**config.mk**
```make
export PLATFORM = sky130hd
export DESIGN_NAME = system_timer_top
export DESIGN_NICKNAME = d
export VERILOG_FILES = /design/src/verilog/ss_addresses.sv /design/src/verilog/bus_connector.sv /design/src/verilog/clock.sv /design/src/verilog/seconds_counter.sv /design/src/verilog/system_timer_top.sv /design/src/verilog/timer_apb_regs.sv /design/src/verilog/timer_irq.sv
export SDC_FILE = /design/constraint.sdc
export NUM_CORES = 1
export LEC_CHECK = 0
export BUFFER_PORTS_ARGS = -buffer_cell sky130_fd_sc_hd__buf_2
export CORE_ASPECT_RATIO = 0.6
export CORE_MARGIN = 8
export CORE_UTILIZATION = 30
export CTS_CLUSTER_SIZE = 30
export DETAILED_ROUTE_END_ITERATION = 10
export SLEW_MARGIN = 0
export SYNTH_ARGS = -nofsm -noshare
export SYNTH_HDL_FRONTEND = slang
export SYNTH_SLANG_ARGS = --single-unit
```
**constraint.sdc**
```tcl
create_clock -name clk -period 2.1 [get_ports clk]
set_input_delay 0.21 -clock clk [delete_from_list [all_inputs] [get_ports clk]]
set_output_delay 0.21 -clock clk [all_outputs]
set_load 0.02 [all_outputs]
```
**src/verilog/ss_addresses.sv**
```systemverilog
package ss_addresses;

  // Savestate slot addresses.
  localparam logic [7:0] SS_CLOCK   = 8'h00;
  localparam logic [7:0] SS_SECONDS = 8'h01;
  localparam logic [7:0] SS_IRQ     = 8'h02;

  typedef struct packed {
    logic [31:0] data;
    logic [7:0]  addr;
    logic        wren;
    logic        reset_n; // Loads every slot with its default while low.
  } ss_bus_t;

  typedef struct packed {
    logic        psel;
    logic        penable;
    logic        pwrite;
    logic [7:0]  paddr;
    logic [31:0] pwdata;
  } apb_req_t;

  typedef struct packed {
    logic [31:0] prdata;
    logic        pready;
  } apb_rsp_t;

  // Word offsets, paddr[7:2].
  typedef enum logic [5:0] {
    REG_CTRL     = 6'd0,
    REG_TIMER    = 6'd1,
    REG_SECONDS  = 6'd2,
    REG_IRQ_EN   = 6'd3,
    REG_IRQ_STAT = 6'd4
  } timer_reg_e;

  // Field order puts hz128 in bit 0, so bits 7:0 read as counter_256.
  typedef struct packed {
    logic tick256;
    logic hz1, hz2, hz4, hz8, hz16, hz32, hz64, hz128;
  } timer_bits_t;

endpackage

```
**src/verilog/bus_connector.sv**
```systemverilog
`timescale 1ns/10ps

module bus_connector #(
  parameter logic [7:0]  ADDRESS       = 8'h00,
  parameter logic [31:0] DEFAULT_VALUE = 32'h0
) (
  input  logic                  clk,

  input  ss_addresses::ss_bus_t ss_in,
  output logic [31:0]           bus_out,

  input  logic [31:0]           current_data,
  output logic [31:0]           new_data
);

  logic        addr_hit;
  logic [31:0] stored_data;

  assign addr_hit = ss_in.addr == ADDRESS;

  // Slot register, holds the word that the owner restores from during reset.
  always_ff @(posedge clk) begin
    if (!ss_in.reset_n) begin
      stored_data <= DEFAULT_VALUE;
    end else if (ss_in.wren && addr_hit) begin
      stored_data <= ss_in.data;
    end
  end

  assign new_data = stored_data;

  // Read side returns the live state, not the stored word.
  assign bus_out = addr_hit ? current_data : 32'h0;

endmodule

```
**src/verilog/clock.sv**
```systemverilog
`timescale 1ns/10ps

module clock #(
  parameter int DIVIDER_WIDTH = 7
) (
  input  logic                      clk,
  input  logic                      clk_en,
  input  logic                      reset_n,

  input  logic                      reset_clock_timer,

  output ss_addresses::timer_bits_t timer,

  input  ss_addresses::ss_bus_t     ss_in,
  output logic [31:0]               ss_out
);
  import ss_addresses::*;

  localparam int SS_BITS = DIVIDER_WIDTH + 9;

  logic                     prev_reset;
  logic                     timer_256_tick;
  logic [DIVIDER_WIDTH-1:0] divider;
  logic [7:0]               counter_256;

  logic [31:0] ss_current_data;
  logic [31:0] ss_new_data;

  assign ss_current_data = 32'({timer_256_tick, divider, counter_256});

  always_ff @(posedge clk) begin
    if (!reset_n) begin
      // Restore from the slot. A saved divider of 0 counts as a fresh timer reset.
      prev_reset <= ss_new_data[DIVIDER_WIDTH+7:8] == '0;
      {timer_256_tick, divider, counter_256} <= ss_new_data[SS_BITS-1:0];
    end else if (reset_clock_timer) begin
      prev_reset     <= 1'b1;
      divider        <= '0;
      counter_256    <= 8'h0;
      timer_256_tick <= 1'b0;
    end else if (clk_en) begin
      prev_reset     <= 1'b0;
      timer_256_tick <= 1'b0;
      divider        <= divider + 1'b1;

      // First wrap after a timer reset does not tick.
      if (divider == '0 && !prev_reset) begin
        counter_256    <= counter_256 + 8'h1;
        timer_256_tick <= 1'b1;
      end
    end
  end

  assign timer.tick256 = timer_256_tick;
  assign timer.hz128   = counter_256[0];
  assign timer.hz64    = counter_256[1];
  assign timer.hz32    = counter_256[2];
  assign timer.hz16    = counter_256[3];
  assign timer.hz8     = counter_256[4];
  assign timer.hz4     = counter_256[5];
  assign timer.hz2     = counter_256[6];
  assign timer.hz1     = counter_256[7];

  bus_connector #(
    .ADDRESS      (SS_CLOCK),
    .DEFAULT_VALUE(32'h0)
  ) ss (
    .clk         (clk),
    .ss_in       (ss_in),
    .bus_out     (ss_out),
    .current_data(ss_current_data),
    .new_data    (ss_new_data)
  );

endmodule

```
**src/verilog/seconds_counter.sv**
```systemverilog
`timescale 1ns/10ps

module seconds_counter (
  input  logic                  clk,
  input  logic                  clk_en,
  input  logic                  reset_n,

  input  logic                  hz1,

  input  logic                  sec_load,
  input  logic [23:0]           sec_value,
  output logic [23:0]           seconds,

  input  ss_addresses::ss_bus_t ss_in,
  output logic [31:0]           ss_out
);
  import ss_addresses::*;

  logic        prev_hz1;
  logic        hz1_fall;

  logic [31:0] ss_current_data;
  logic [31:0] ss_new_data;

  // Bit 24 keeps the edge detector in step with the restored clock.
  assign ss_current_data = {7'h0, prev_hz1, seconds};

  // A full second has passed when the 1 Hz bit drops.
  assign hz1_fall = prev_hz1 && !hz1;

  always_ff @(posedge clk) begin
    if (!reset_n) begin
      prev_hz1 <= ss_new_data[24];
      seconds  <= ss_new_data[23:0];
    end else begin
      if (clk_en) begin
        prev_hz1 <= hz1;
      end

      if (sec_load) begin
        seconds <= sec_value; // Load wins over a same-cycle increment.
      end else if (clk_en && hz1_fall) begin
        seconds <= seconds + 24'h1; // Wraps at 2^24.
      end
    end
  end

  bus_connector #(
    .ADDRESS      (SS_SECONDS),
    .DEFAULT_VALUE(32'h0)
  ) ss (
    .clk         (clk),
    .ss_in       (ss_in),
    .bus_out     (ss_out),
    .current_data(ss_current_data),
    .new_data    (ss_new_data)
  );

endmodule

```
**src/verilog/system_timer_top.sv**
```systemverilog
`timescale 1ns/10ps

module system_timer_top #(
  parameter int DIVIDER_WIDTH = 7
) (
  input  logic                      clk,
  input  logic                      reset_n,
  input  logic                      clk_en,

  input  ss_addresses::apb_req_t    apb_req,
  output ss_addresses::apb_rsp_t    apb_rsp,
  output logic                      irq,
  output ss_addresses::timer_bits_t timer,

  input  ss_addresses::ss_bus_t     ss_in,
  output logic [31:0]               ss_bus_out
);

  logic        reset_clock_timer;
  logic        sec_load;
  logic [23:0] sec_value;
  logic [23:0] seconds;
  logic [3:0]  irq_en;
  logic [3:0]  irq_clear;
  logic [3:0]  irq_stat;

  logic [31:0] clock_ss_out;
  logic [31:0] seconds_ss_out;
  logic [31:0] irq_ss_out;

  clock #(
    .DIVIDER_WIDTH(DIVIDER_WIDTH)
  ) u_clock (
    .clk              (clk),
    .clk_en           (clk_en),
    .reset_n          (reset_n),
    .reset_clock_timer(reset_clock_timer),
    .timer            (timer),
    .ss_in            (ss_in),
    .ss_out           (clock_ss_out)
  );

  seconds_counter u_seconds (
    .clk      (clk),
    .clk_en   (clk_en),
    .reset_n  (reset_n),
    .hz1      (timer.hz1),
    .sec_load (sec_load),
    .sec_value(sec_value),
    .seconds  (seconds),
    .ss_in    (ss_in),
    .ss_out   (seconds_ss_out)
  );

  timer_irq u_irq (
    .clk      (clk),
    .clk_en   (clk_en),
    .reset_n  (reset_n),
    .timer    (timer),
    .irq_en   (irq_en),
    .irq_clear(irq_clear),
    .irq_stat (irq_stat),
    .irq      (irq),
    .ss_in    (ss_in),
    .ss_out   (irq_ss_out)
  );

  timer_apb_regs u_regs (
    .clk              (clk),
    .reset_n          (reset_n),
    .apb_req          (apb_req),
    .apb_rsp          (apb_rsp),
    .timer            (timer),
    .seconds          (seconds),
    .irq_stat         (irq_stat),
    .reset_clock_timer(reset_clock_timer),
    .sec_load         (sec_load),
    .sec_value        (sec_value),
    .irq_en           (irq_en),
    .irq_clear        (irq_clear)
  );

  // Only the addressed slot drives nonzero data.
  assign ss_bus_out = clock_ss_out | seconds_ss_out | irq_ss_out;

endmodule

```
**src/verilog/timer_apb_regs.sv**
```systemverilog
`timescale 1ns/10ps

module timer_apb_regs (
  input  logic                      clk,
  input  logic                      reset_n,

  input  ss_addresses::apb_req_t    apb_req,
  output ss_addresses::apb_rsp_t    apb_rsp,

  input  ss_addresses::timer_bits_t timer,
  input  logic [23:0]               seconds,
  input  logic [3:0]                irq_stat,

  output logic                      reset_clock_timer,
  output logic                      sec_load,
  output logic [23:0]               sec_value,
  output logic [3:0]                irq_en,
  output logic [3:0]                irq_clear
);
  import ss_addresses::*;

  timer_reg_e  reg_sel;
  logic        access;
  logic        wr_access;
  logic        rd_phase;
  logic [7:0]  counter_256;
  logic [31:0] rd_data;

  assign reg_sel = timer_reg_e'(apb_req.paddr[7:2]);

  // Access phase is psel with penable. No wait states.
  assign access    = apb_req.psel && apb_req.penable;
  assign wr_access = access && apb_req.pwrite;
  assign rd_phase  = apb_req.psel && !apb_req.pwrite;

  assign counter_256 = {timer.hz1, timer.hz2, timer.hz4, timer.hz8,
                        timer.hz16, timer.hz32, timer.hz64, timer.hz128};

  // Pulses are high only in the access cycle, so targets commit at its edge.
  assign reset_clock_timer = wr_access && reg_sel == REG_CTRL && apb_req.pwdata[0];
  assign sec_load          = wr_access && reg_sel == REG_SECONDS;
  assign sec_value         = apb_req.pwdata[23:0];

  always_comb begin
    irq_clear = 4'h0;
    if (wr_access && reg_sel == REG_IRQ_STAT) begin
      irq_clear = apb_req.pwdata[3:0]; // Write one to clear.
    end
  end

  always_ff @(posedge clk) begin
    if (!reset_n) begin
      irq_en <= 4'h0;
    end else if (wr_access && reg_sel == REG_IRQ_EN) begin
      irq_en <= apb_req.pwdata[3:0];
    end
  end

  // Read mux shows live values.
  always_comb begin
    rd_data = 32'h0;
    case (reg_sel)
      REG_CTRL: begin
        rd_data = 32'h0;
      end
      REG_TIMER: begin
        rd_data = {24'h0, counter_256};
      end
      REG_SECONDS: begin
        rd_data = {8'h0, seconds};
      end
      REG_IRQ_EN: begin
        rd_data = {28'h0, irq_en};
      end
      REG_IRQ_STAT: begin
        rd_data = {28'h0, irq_stat};
      end
      default: begin
        rd_data = 32'h0;
      end
    endcase
  end

  assign apb_rsp.prdata = rd_phase ? rd_data : 32'h0;
  assign apb_rsp.pready = 1'b1;

endmodule

```
**src/verilog/timer_irq.sv**
```systemverilog
`timescale 1ns/10ps

module timer_irq (
  input  logic                      clk,
  input  logic                      clk_en,
  input  logic                      reset_n,

  input  ss_addresses::timer_bits_t timer,

  input  logic [3:0]                irq_en,
  input  logic [3:0]                irq_clear,
  output logic [3:0]                irq_stat,
  output logic                      irq,

  input  ss_addresses::ss_bus_t     ss_in,
  output logic [31:0]               ss_out
);
  import ss_addresses::*;

  logic [3:0]  sel_bits;
  logic [3:0]  prev_bits;
  logic [3:0]  falls;

  logic [31:0] ss_current_data;
  logic [31:0] ss_new_data;

  // Flag 0 is 32 Hz, then 8 Hz, 2 Hz, 1 Hz.
  assign sel_bits = {timer.hz1, timer.hz2, timer.hz8, timer.hz32};

  assign falls = clk_en ? (prev_bits & ~sel_bits) : 4'h0;

  assign ss_current_data = {24'h0, prev_bits, irq_stat};

  always_ff @(posedge clk) begin
    if (!reset_n) begin
      prev_bits <= ss_new_data[7:4];
      irq_stat  <= ss_new_data[3:0];
      irq       <= 1'b0;
    end else begin
      if (clk_en) begin
        prev_bits <= sel_bits;
      end
      irq_stat <= (irq_stat & ~irq_clear) | falls; // New edge beats a clear.
      irq      <= |(irq_stat & irq_en);
    end
  end

  bus_connector #(
    .ADDRESS      (SS_IRQ),
    .DEFAULT_VALUE(32'h0)
  ) ss (
    .clk         (clk),
    .ss_in       (ss_in),
    .bus_out     (ss_out),
    .current_data(ss_current_data),
    .new_data    (ss_new_data)
  );

endmodule
```
* After elaboration in Yosys (flattened, before gate mapping)
Cells that the tools add are included.
Storage, ports and cells: logic and storage cells 86, bits in registers 104, output and inout port bits 75, input bits 88
Operators by class: reductions and logical operators 23, add/subtract/negate cells 3, eq/ne operators 10, multiplexer cells 29, bitwise operators 8
Operators with widths (number):
- 24-bit 2-to-1 mux | 4
- 24-bit one-hot mux with 4 select lines | 1
- 32-bit OR | 2
- 8-bit 2-to-1 mux | 5
- 25-bit 2-to-1 mux | 1
- 24-bit by 1-bit adder with 24-bit output (second input constant) | 1
- 7-bit 2-to-1 mux | 3
- 4-bit 2-to-1 mux | 5
- 16-bit 2-to-1 mux | 1
- 1-bit logical AND | 14
- 7-bit zero test | 2
- 4-bit AND | 3
- 6-bit by 2-bit == test with 1-bit output (second input constant) | 2
- 1-bit 2-to-1 mux | 9
- 3-bit by 1-bit != test with 1-bit output (second input constant) | 3
- 8-bit by 1-bit adder with 8-bit output (second input constant) | 1
- 8-bit by 1-bit == test with 1-bit output (second input constant) | 1
- 8-bit by 2-bit == test with 1-bit output (second input constant) | 1
- 8-bit zero test | 1
- 4-bit inverter | 2
- 7-bit by 1-bit adder with 7-bit output (second input constant) | 1
- 6-bit by 1-bit == test with 1-bit output (second input constant) | 1
- 6-bit by 3-bit == test with 1-bit output (second input constant) | 1
- 6-bit zero test | 1
- 5 further kinds | 7

* Depth between registers and ports, before layout
Gate-level depths: netlist (run 1).
word-level depth 8, depth in mapped cells 7, depth with buffers taken out 6

* By module
Synthesis (run 1) repeated with hierarchy kept, for this count alone.
Unflattened totals: cells, all modules 991, area total of the unflattened synthesis 8857.2 µm²
Modules (own cells, without submodules):
- bus_connector (u_irq.ss ...) | area an instance 1576.5 µm², cells each 180, times used 2, sequential area each 640.6 µm²
- seconds_counter | area an instance 1660.3 µm², cells each 165, times used 1, sequential area each 750.7 µm²
- bus_connector (u_clock.ss) | area an instance 1526.5 µm², cells each 178, times used 1, sequential area each 640.6 µm²
- clock | area an instance 1016.0 µm², cells each 100, times used 1, sequential area each 510.5 µm²
- timer_apb_regs | area an instance 897.1 µm², cells each 121, times used 1, sequential area each 80.1 µm²
- timer_irq | area an instance 404.1 µm², cells each 35, times used 1, sequential area each 220.2 µm²
- system_timer_top | area an instance 200.2 µm², cells each 32, times used 1, sequential area each 0.0 µm²

* Least setup slack after synthesis (run 1)
OpenSTA, ideal clock, no wires.
kind register to register, from register u_seconds.seconds[0], to register u_seconds.seconds[20] (data pin), stages on the path, launching flop included 7, period minus slack after synthesis 1.927 ns, setup time 0.266 ns, arrival time 1.660 ns, path slack 0.173 ns, required time 1.834 ns, buffers on the path 0, path through edfxtp_1 -> ha_1 -> nand4_4 -> or4_4 -> o21a_1 -> nor3_1 -> o22ai_1
On the way: longest elaborated chain between the ends 4
Ends and longest elaborated chain:
- start, declared | RTL line seconds_counter.sv:12 | output logic [23:0] seconds,
- start signal, assigned | RTL line seconds_counter.sv:34 | seconds <= ss_new_data[23:0];
- start signal, assigned | RTL line seconds_counter.sv:41 | seconds <= sec_value;
- start signal, assigned | RTL line seconds_counter.sv:43 | seconds <= seconds + 24'h1;
- 24-bit by 1-bit adder with 24-bit output | RTL line seconds_counter.sv:43
- 24-bit 2-to-1 mux | RTL line seconds_counter.sv:42 | end else if (clk_en && hz1_fall) begin
- 24-bit 2-to-1 mux | RTL line seconds_counter.sv:40 | if (sec_load) begin
- 24-bit 2-to-1 mux | RTL line seconds_counter.sv:32 | if (!reset_n) begin
No other way between the ends. The select of a mux whose other input is x is not followed. A chain may end at the register's enable or synchronous reset.

==> impl_metrics.py, run 1 <==
metrics = {
    "timing": {
        "hold_slack_ns": 0.0929,
        "worst_clock_skew_ns": 0.00922,
        "finalSetupViolCount": 0,
        "setup_tns_ns": 0,
        "finalHoldViolCount": 0,
        "max_freq_mhz": 497,
        "grt_setup_unrepaired": "no",
        "period_minus_slack_ns": 2.01,
        "drv_slew": 0,
        "fin_crit_sh_pct": 95.9,
    },
    "floorplan": {
        "dieArea_um2": 24700,
        "die_w_um": 198,
        "start_util_pct": 30.1,
        "io_pins": 163,
        "core_area_um2": 19700,
        "rows": 40,
        "fp.dieH_um": 125,
    },
    "cts": {
        "clockRootBuffer": "clkbuf_16",
        "cts_sinks": 104,
        "postCtsSetupRepairBufs": 0,
        "cts_tree": "done",
        "htree_levels": 3,
        "numCtsBuffers": 9,
        "post_cts_resize_count": 0,
        "path_clk_slew_ns": 0.08,
        "cts_hold_buf": 0,
        "clock_path_buffers": 2,
        "worst_skew_pair.late_latency_ns": 0.35,
    },
    "route": {
        "dr.pass1.iters": 6,
        "wl_per_cell_um": 18.0,
        "drtIter0Drc": 465,
        "wirelength_mm": 19.7,
        "vias": 5416,
        "ant_nets": 0,
        "vias_per_cell": 4.96,
        "drc": 0,
    },
    "synthesis": {
        "ys_seq_area_share_pct": 42.8,
        "synthCells": 680,
        "ys_warn_count": 0,
        "synth_async_sr_flop_share_pct": 0,
        "synth_edf_count": 46,
        "ys_types": 61,
        "yosys_register_bits": 104,
        "syn-mean-instance-area_um2": 8.74,
        "ys.flop_type": "dfxtp_1",
        "synth_area_um2": 5940,
    },
    "outcome": {
        "run_status": "finished clean",
    },
    "placed_design": {
        "placed_area_um2": 6930,
        "port_buffers": 129,
        "dp_hpwl_mm": 15.4,
        "gp_congestion": 0.853,
    },
    "hold_path": {
        "hold_end": "u_seconds.ss.new_data[18]$_SDFFE_PN0P_",
        "hold_start": "ss_in[28]",
        "hold_path_class": "in2reg",
        "holdPathStages": 3,
    },
    "grt": {
        "gr-total-overflow": 0,
        "antenna_found_initial": 8,
        "grt_max_degree": 51,
        "grt_use_total_pct": 15.3,
        "grt.busiest_layer": "met1",
        "use_met2_pct": 20.3,
        "grt_use_met3_pct": 5.33,
        "grt_pass1_wl_mm": 29.5,
        "grt_pass1_vias": 4970,
        "globalRouteMet1Util_pct": 23.5,
    },
    "worst_setup_path": {
        "crit_fanout": 5,
        "cp-start-kind": "register",
        "cp.arrival_ns": 1.80,
        "critPathCaptureType": "output pin",
        "critPathKind": "reg2out",
        "reg2reg_to": "u_seconds.seconds[18]$_DFFE_PP_",
        "r2r_setup_slack_ns": 0.16,
        "crit_start": "u_clock.counter_256[1]$_DFFE_PP_",
        "cp.required_ns": 1.89,
        "worst-r2r-cell-count": 6,
        "worstReg2RegStart": "u_seconds.seconds[0]$_DFFE_PP_",
    },
    "cells_and_area": {
        "area_growth_pct": 21.7,
        "final_cell_mix": "buf_2 (129), nand3_1 (63), dfxtp_1 (58)",
        "fin_nets": 903,
        "fill_cells": 2088,
        "final_common_cell": "buf_2",
        "design_area_um2": 7230,
        "layout-drive-gt1-share_pct": 25.5,
    },
    "power": {
        "leakagePower_nw": 2.99,
        "peakVddDrop_mv": 0.322,
        "p_per_area_nw_per_um2": 633,
    },
    "run": {
        "cap_violations": 0,
    },
}
## power breakdown
group	total [mW]	switching, mW	internal, mW
clock network	1.65	0.800	0.849
logic	0.603	0.352	0.251
registers	2.32	0.111	2.21
total	4.58	1.26	3.31
## routing by layer
layer	part of all wire, %	routed length, um
met1	50	9860
met2	39	7770
met3	9.5	1880
met4	0.40	78
met5	0.47	92
## cell usage after synthesis (3+ instances only)
library cell	number	share of area [%]
buf_4	19	2.4
clkbuf_1	30	1.9
xor2_1	11	1.6
mux2_2	9	1.7
buf_1	4	0.25
nor3_1	8	0.67
o221ai_1	4	0.59
nor4_1	5	0.53
xnor2_1	17	2.5
o22ai_1	29	3.1
inv_1	43	2.7
a22o_1	8	1.2
nand3_1	63	5.3
nand4_1	7	0.74
nor2b_1	17	1.8
dfxtp_1	58	20
o21ai_0	57	4.8
o21ai_1	7	0.59
ha_1	4	0.84
nor2_1	55	3.5
nand2_1	48	3.0
mux2i_1	20	3.4
a22oi_1	7	0.88
buf_6	3	0.57
a21oi_1	16	1.3
and2_1	11	1.2
a222oi_1	4	0.67
edfxtp_1	46	23
and3_1	23	2.4
clkbuf_8	3	0.69
buf_2	5	0.42
## cell type report
class                           count  area (um2)  share of cell area (%)
Sequential cell                   104        2540                    35.2
Clock inverter                      5        37.5                   0.519
Clock buffer                       11         243                    3.36
Inverter                           43         161                    2.23
Antenna cell                        2        5.00                  0.0692
Multi-Input combinational cell    483        2920                    40.4
Tap cell                          273         342                    4.72
Timing Repair Buffer              170         978                    13.5
## flip-flops by register name, indices dropped and copies added (netlist names), 4 cells and up
name / cells
u_irq.ss.new_data: 8
u_seconds.ss.new_data: 25
u_clock.divider: 7
u_irq.irq_stat: 4
u_regs.irq_en: 4
u_clock.counter_256: 8
u_seconds.seconds: 24
u_irq.prev_bits: 4
u_clock.ss.new_data: 16
## per-stage QoR
| step | setup slack, ns | total power, mW | cells | util (%) |
|---|---|---|---|---|
| 2_1_floorplan | 0.173 | 2.72 | 694 | - |
| 3_3_place_gp | 0.223 | 2.95 | 1071 | 35.1 |
| 3_5_place_dp | 0.153 | 2.96 | 1071 | 35.1 |
| 4_1_cts | 0.0817 | 4.59 | 1087 | 36.6 |
| 5_1_grt | 0.0257 | 4.75 | 1090 | 36.6 |
| 6_report | 0.0863 | 4.58 | 1091 | 36.7 |
## worst max-delay path, cell delays in order (launching register included)
cell	delay, ns
edfxtp_1	0.51
mux2_2	0.31
a222oi_1	0.37
nor2_1	0.09
buf_2	0.18
## logic make-up after synthesis
family                   Yosys count  share of synthesized area, %
AND/OR/NAND/NOR                  261                          23.2
adder cells (fa/ha/maj)            4                         0.842
buffers and inverters            107                          8.95
flip-flops                       104                          42.8
multiplexers                      29                          5.07
AO/OA/AOI/OAI                    145                          14.9
other                              2                         0.126
XOR/XNOR                          28                          4.13
## worst max path at each step
stage                                            endpoint  cells after the start
after global placement    u_seconds.seconds[20]$_DFFE_PP_                      6
after CTS                                      apb_rsp[3]                      4
after global routing      u_seconds.seconds[18]$_DFFE_PP_                      6
after floorplan           u_seconds.seconds[20]$_DFFE_PP_                      6
after detailed placement  u_seconds.seconds[18]$_DFFE_PP_                      6
final                                          apb_rsp[2]                      4
No activity file was read; power rests on OpenSTA's default activity.
==> inputs of run 2 (changes only) <==
--- a/config.mk
+++ b/config.mk
@@ -8,9 +8,10 @@
 export BUFFER_PORTS_ARGS = -buffer_cell sky130_fd_sc_hd__buf_2
 export CORE_ASPECT_RATIO = 0.6
 export CORE_MARGIN = 8
-export CORE_UTILIZATION = 30
+export CORE_UTILIZATION = 53
 export CTS_CLUSTER_SIZE = 30
 export DETAILED_ROUTE_END_ITERATION = 10
+export PLACE_DENSITY = 0.81
 export SLEW_MARGIN = 0
 export SYNTH_ARGS = -nofsm -noshare
 export SYNTH_HDL_FRONTEND = slang
==> impl_metrics.py, run 2 (synthesized netlist as in run 1, its figures left out) <==
metrics = {
    "worst_setup_path": {
        "cp-start-kind": "register",
        "reg2reg_to": "u_seconds.seconds[22]$_DFFE_PP_",
        "cp.required_ns": 1.89,
        "cp.arrival_ns": 1.82,
        "worst-r2r-cell-count": 6,
        "r2r_setup_slack_ns": 0.14,
        "crit_fanout": 6,
        "critPathCaptureType": "output pin",
        "critPathKind": "reg2out",
        "worstReg2RegStart": "u_seconds.seconds[0]$_DFFE_PP_",
    },
    "placed_design": {
        "placed_area_um2": 6750,
        "pre_cts_slack_ns": 0.118,
        "gp_congestion": 0.911,
        "port_buffers": 129,
        "dp_hpwl_mm": 13.6,
    },
    "grt": {
        "use_met2_pct": 32.5,
        "gr-total-overflow": 0,
        "grt_max_degree": 75,
        "grt_use_met3_pct": 11.0,
        "grt_pass1_wl_mm": 27.8,
        "grt.busiest_layer": "met2",
        "grt_pass1_vias": 5237,
        "globalRouteMet1Util_pct": 30.9,
        "grt_use_total_pct": 23.0,
        "antenna_found_initial": 1,
    },
    "cts": {
        "clockRootBuffer": "clkbuf_16",
        "postCtsSetupRepairBufs": 0,
        "cts_tree": "done",
        "numCtsBuffers": 9,
        "cts_sinks": 104,
        "worst_skew_pair.late_latency_ns": 0.35,
        "path_clk_slew_ns": 0.07,
        "clock_path_buffers": 2,
        "htree_levels": 3,
    },
    "power": {
        "switching_share_pct": 27.6,
        "leakagePower_nw": 2.96,
        "comb_power_share_pct": 13.0,
        "p_per_area_nw_per_um2": 644,
        "peakVddDrop_mv": 0.465,
        "switching_power_mw": 1.25,
        "power_frac_seq_pct": 51.4,
        "power_mw": 4.53,
        "intPower_mw": 3.28,
        "pwr-share-clk_pct": 35.5,
    },
    "timing": {
        "drv_slew": 0,
        "worst_clock_skew_ns": 0.00658,
        "timing.final.ws_setup_ns": 0.0736,
        "finalHoldViolCount": 0,
        "setup_tns_ns": 0,
        "worst_pin_slew_ns": 0.614,
        "grt_setup_unrepaired": "no",
        "fin_crit_sh_pct": 96.5,
        "relSlewSlack_pct": 59.0,
        "max_freq_mhz": 493,
        "period_minus_slack_ns": 2.03,
        "finalSetupViolCount": 0,
    },
    "cells_and_area": {
        "final_cell_mix": "buf_2 (129), nand3_1 (63), dfxtp_1 (58)",
        "area_growth_pct": 18.3,
        "layout-drive-gt1-share_pct": 25.2,
        "fin_nets": 898,
        "final_common_cell": "buf_2",
        "largest_register_ffs": 25,
        "utilization_pct": 63.3,
        "design_area_um2": 7030,
    },
    "route": {
        "dr.pass1.iters": 5,
        "drtIter0Drc": 656,
        "vias": 5551,
        "drc": 0,
        "wl_per_cell_um": 18.7,
        "wirelength_mm": 17.8,
        "ant_nets": 0,
        "vias_per_cell": 5.81,
    },
    "floorplan": {
        "fp.dieH_um": 98.0,
        "start_util_pct": 53.5,
        "rows": 30,
        "dieArea_um2": 15000,
        "die_w_um": 153,
        "io_pins": 163,
        "core_area_um2": 11100,
    },
    "hold_path": {
        "hold_start": "ss_in[26]",
        "hold_end": "u_seconds.ss.new_data[16]$_SDFFE_PN0P_",
        "hold_path_class": "in2reg",
        "holdPathStages": 3,
    },
    "run": {
        "cap_violations": 0,
    },
    "outcome": {
        "run_status": "finished clean",
    },
}
-- run 2: cell count changes in the layout (fill, tap and decap cells not counted) --
cell | previous run | this run
diode_2 | 2 | 1
clkinvlp_4 | 0 | 1
clkbuf_1 | 1 | 0
clkbuf_8 | 1 | 0
inv_8 | 0 | 1
inv_6 | 2 | 3
buf_4 | 39 | 34
ha_2 | 0 | 1
clkinv_4 | 1 | 0
clkinv_1 | 0 | 1
ha_1 | 4 | 3
inv_4 | 1 | 0
-- run 2: cell type report --
class | instances | area, um2
fill | 938 | 4080
timing repair buffer | 165 | 941
antenna | 1 | 2.50
clock buffer | 9 | 225
inverter | 43 | 161
sequential | 104 | 2540
multi-input combinational | 483 | 2920
clock inverter | 7 | 53.8
tap | 144 | 180
-- run 2: critical path: stages (launching register included) --
cell and delay [ns]:
edfxtp_1 0.52, mux2_2 0.32, a222oi_1 0.39, nor2_1 0.07, buf_2 0.17
-- run 2: through the flow --
stage | std cells | hold slack (ns)
after detailed placement | 939 | 0.451
after CTS | 955 | 0.0948
after floorplan | 694 | 0.350
after global routing | 955 | 0.0960
final | 956 | 0.0968
after global placement | 939 | 0.446
-- run 2: worst max-delay path by stage --
stage,from,endpoint,slack (ns),cells past startpoint
2_1_floorplan,u_seconds.seconds[0]$_DFFE_PP_,u_seconds.seconds[20]$_DFFE_PP_,0.17,6
3_3_place_gp,u_seconds.seconds[0]$_DFFE_PP_,u_seconds.seconds[20]$_DFFE_PP_,0.19,6
3_5_place_dp,u_seconds.seconds[1]$_DFFE_PP_,u_seconds.seconds[20]$_DFFE_PP_,0.12,6
4_1_cts,u_clock.counter_256[2]$_DFFE_PP_,apb_rsp[3],0.07,4
5_1_grt,u_clock.counter_256[0]$_DFFE_PP_,apb_rsp[1],0.0009,4
6_report,u_clock.counter_256[2]$_DFFE_PP_,apb_rsp[3],0.07,4
-- run 2: metal layers --
layer / part of all wire [%] / vias to the layer above / wire length [um]
met4: 1.3 / 2 / 232
met5: 0.073 / - / 13
met1: 43 / 2563 / 7640
li1: - / 2641 / -
met2: 41 / 319 / 7240
met3: 15 / 26 / 2720
-- run 2: power by group through the flow --
stage	sequential [mW]	combinational (mW)	clock (mW)
6_report	2.33	0.589	1.61
5_1_grt	2.34	0.639	1.70
4_1_cts	2.32	0.580	1.63
3_5_place_dp	2.37	0.569	0
3_3_place_gp	2.36	0.554	0
2_1_floorplan	2.34	0.378	0
-- run 2: repair_timing --
item,CTS,global route
hold buffers,0,0
setup endpoints to repair,0,1
resized for setup,0,1
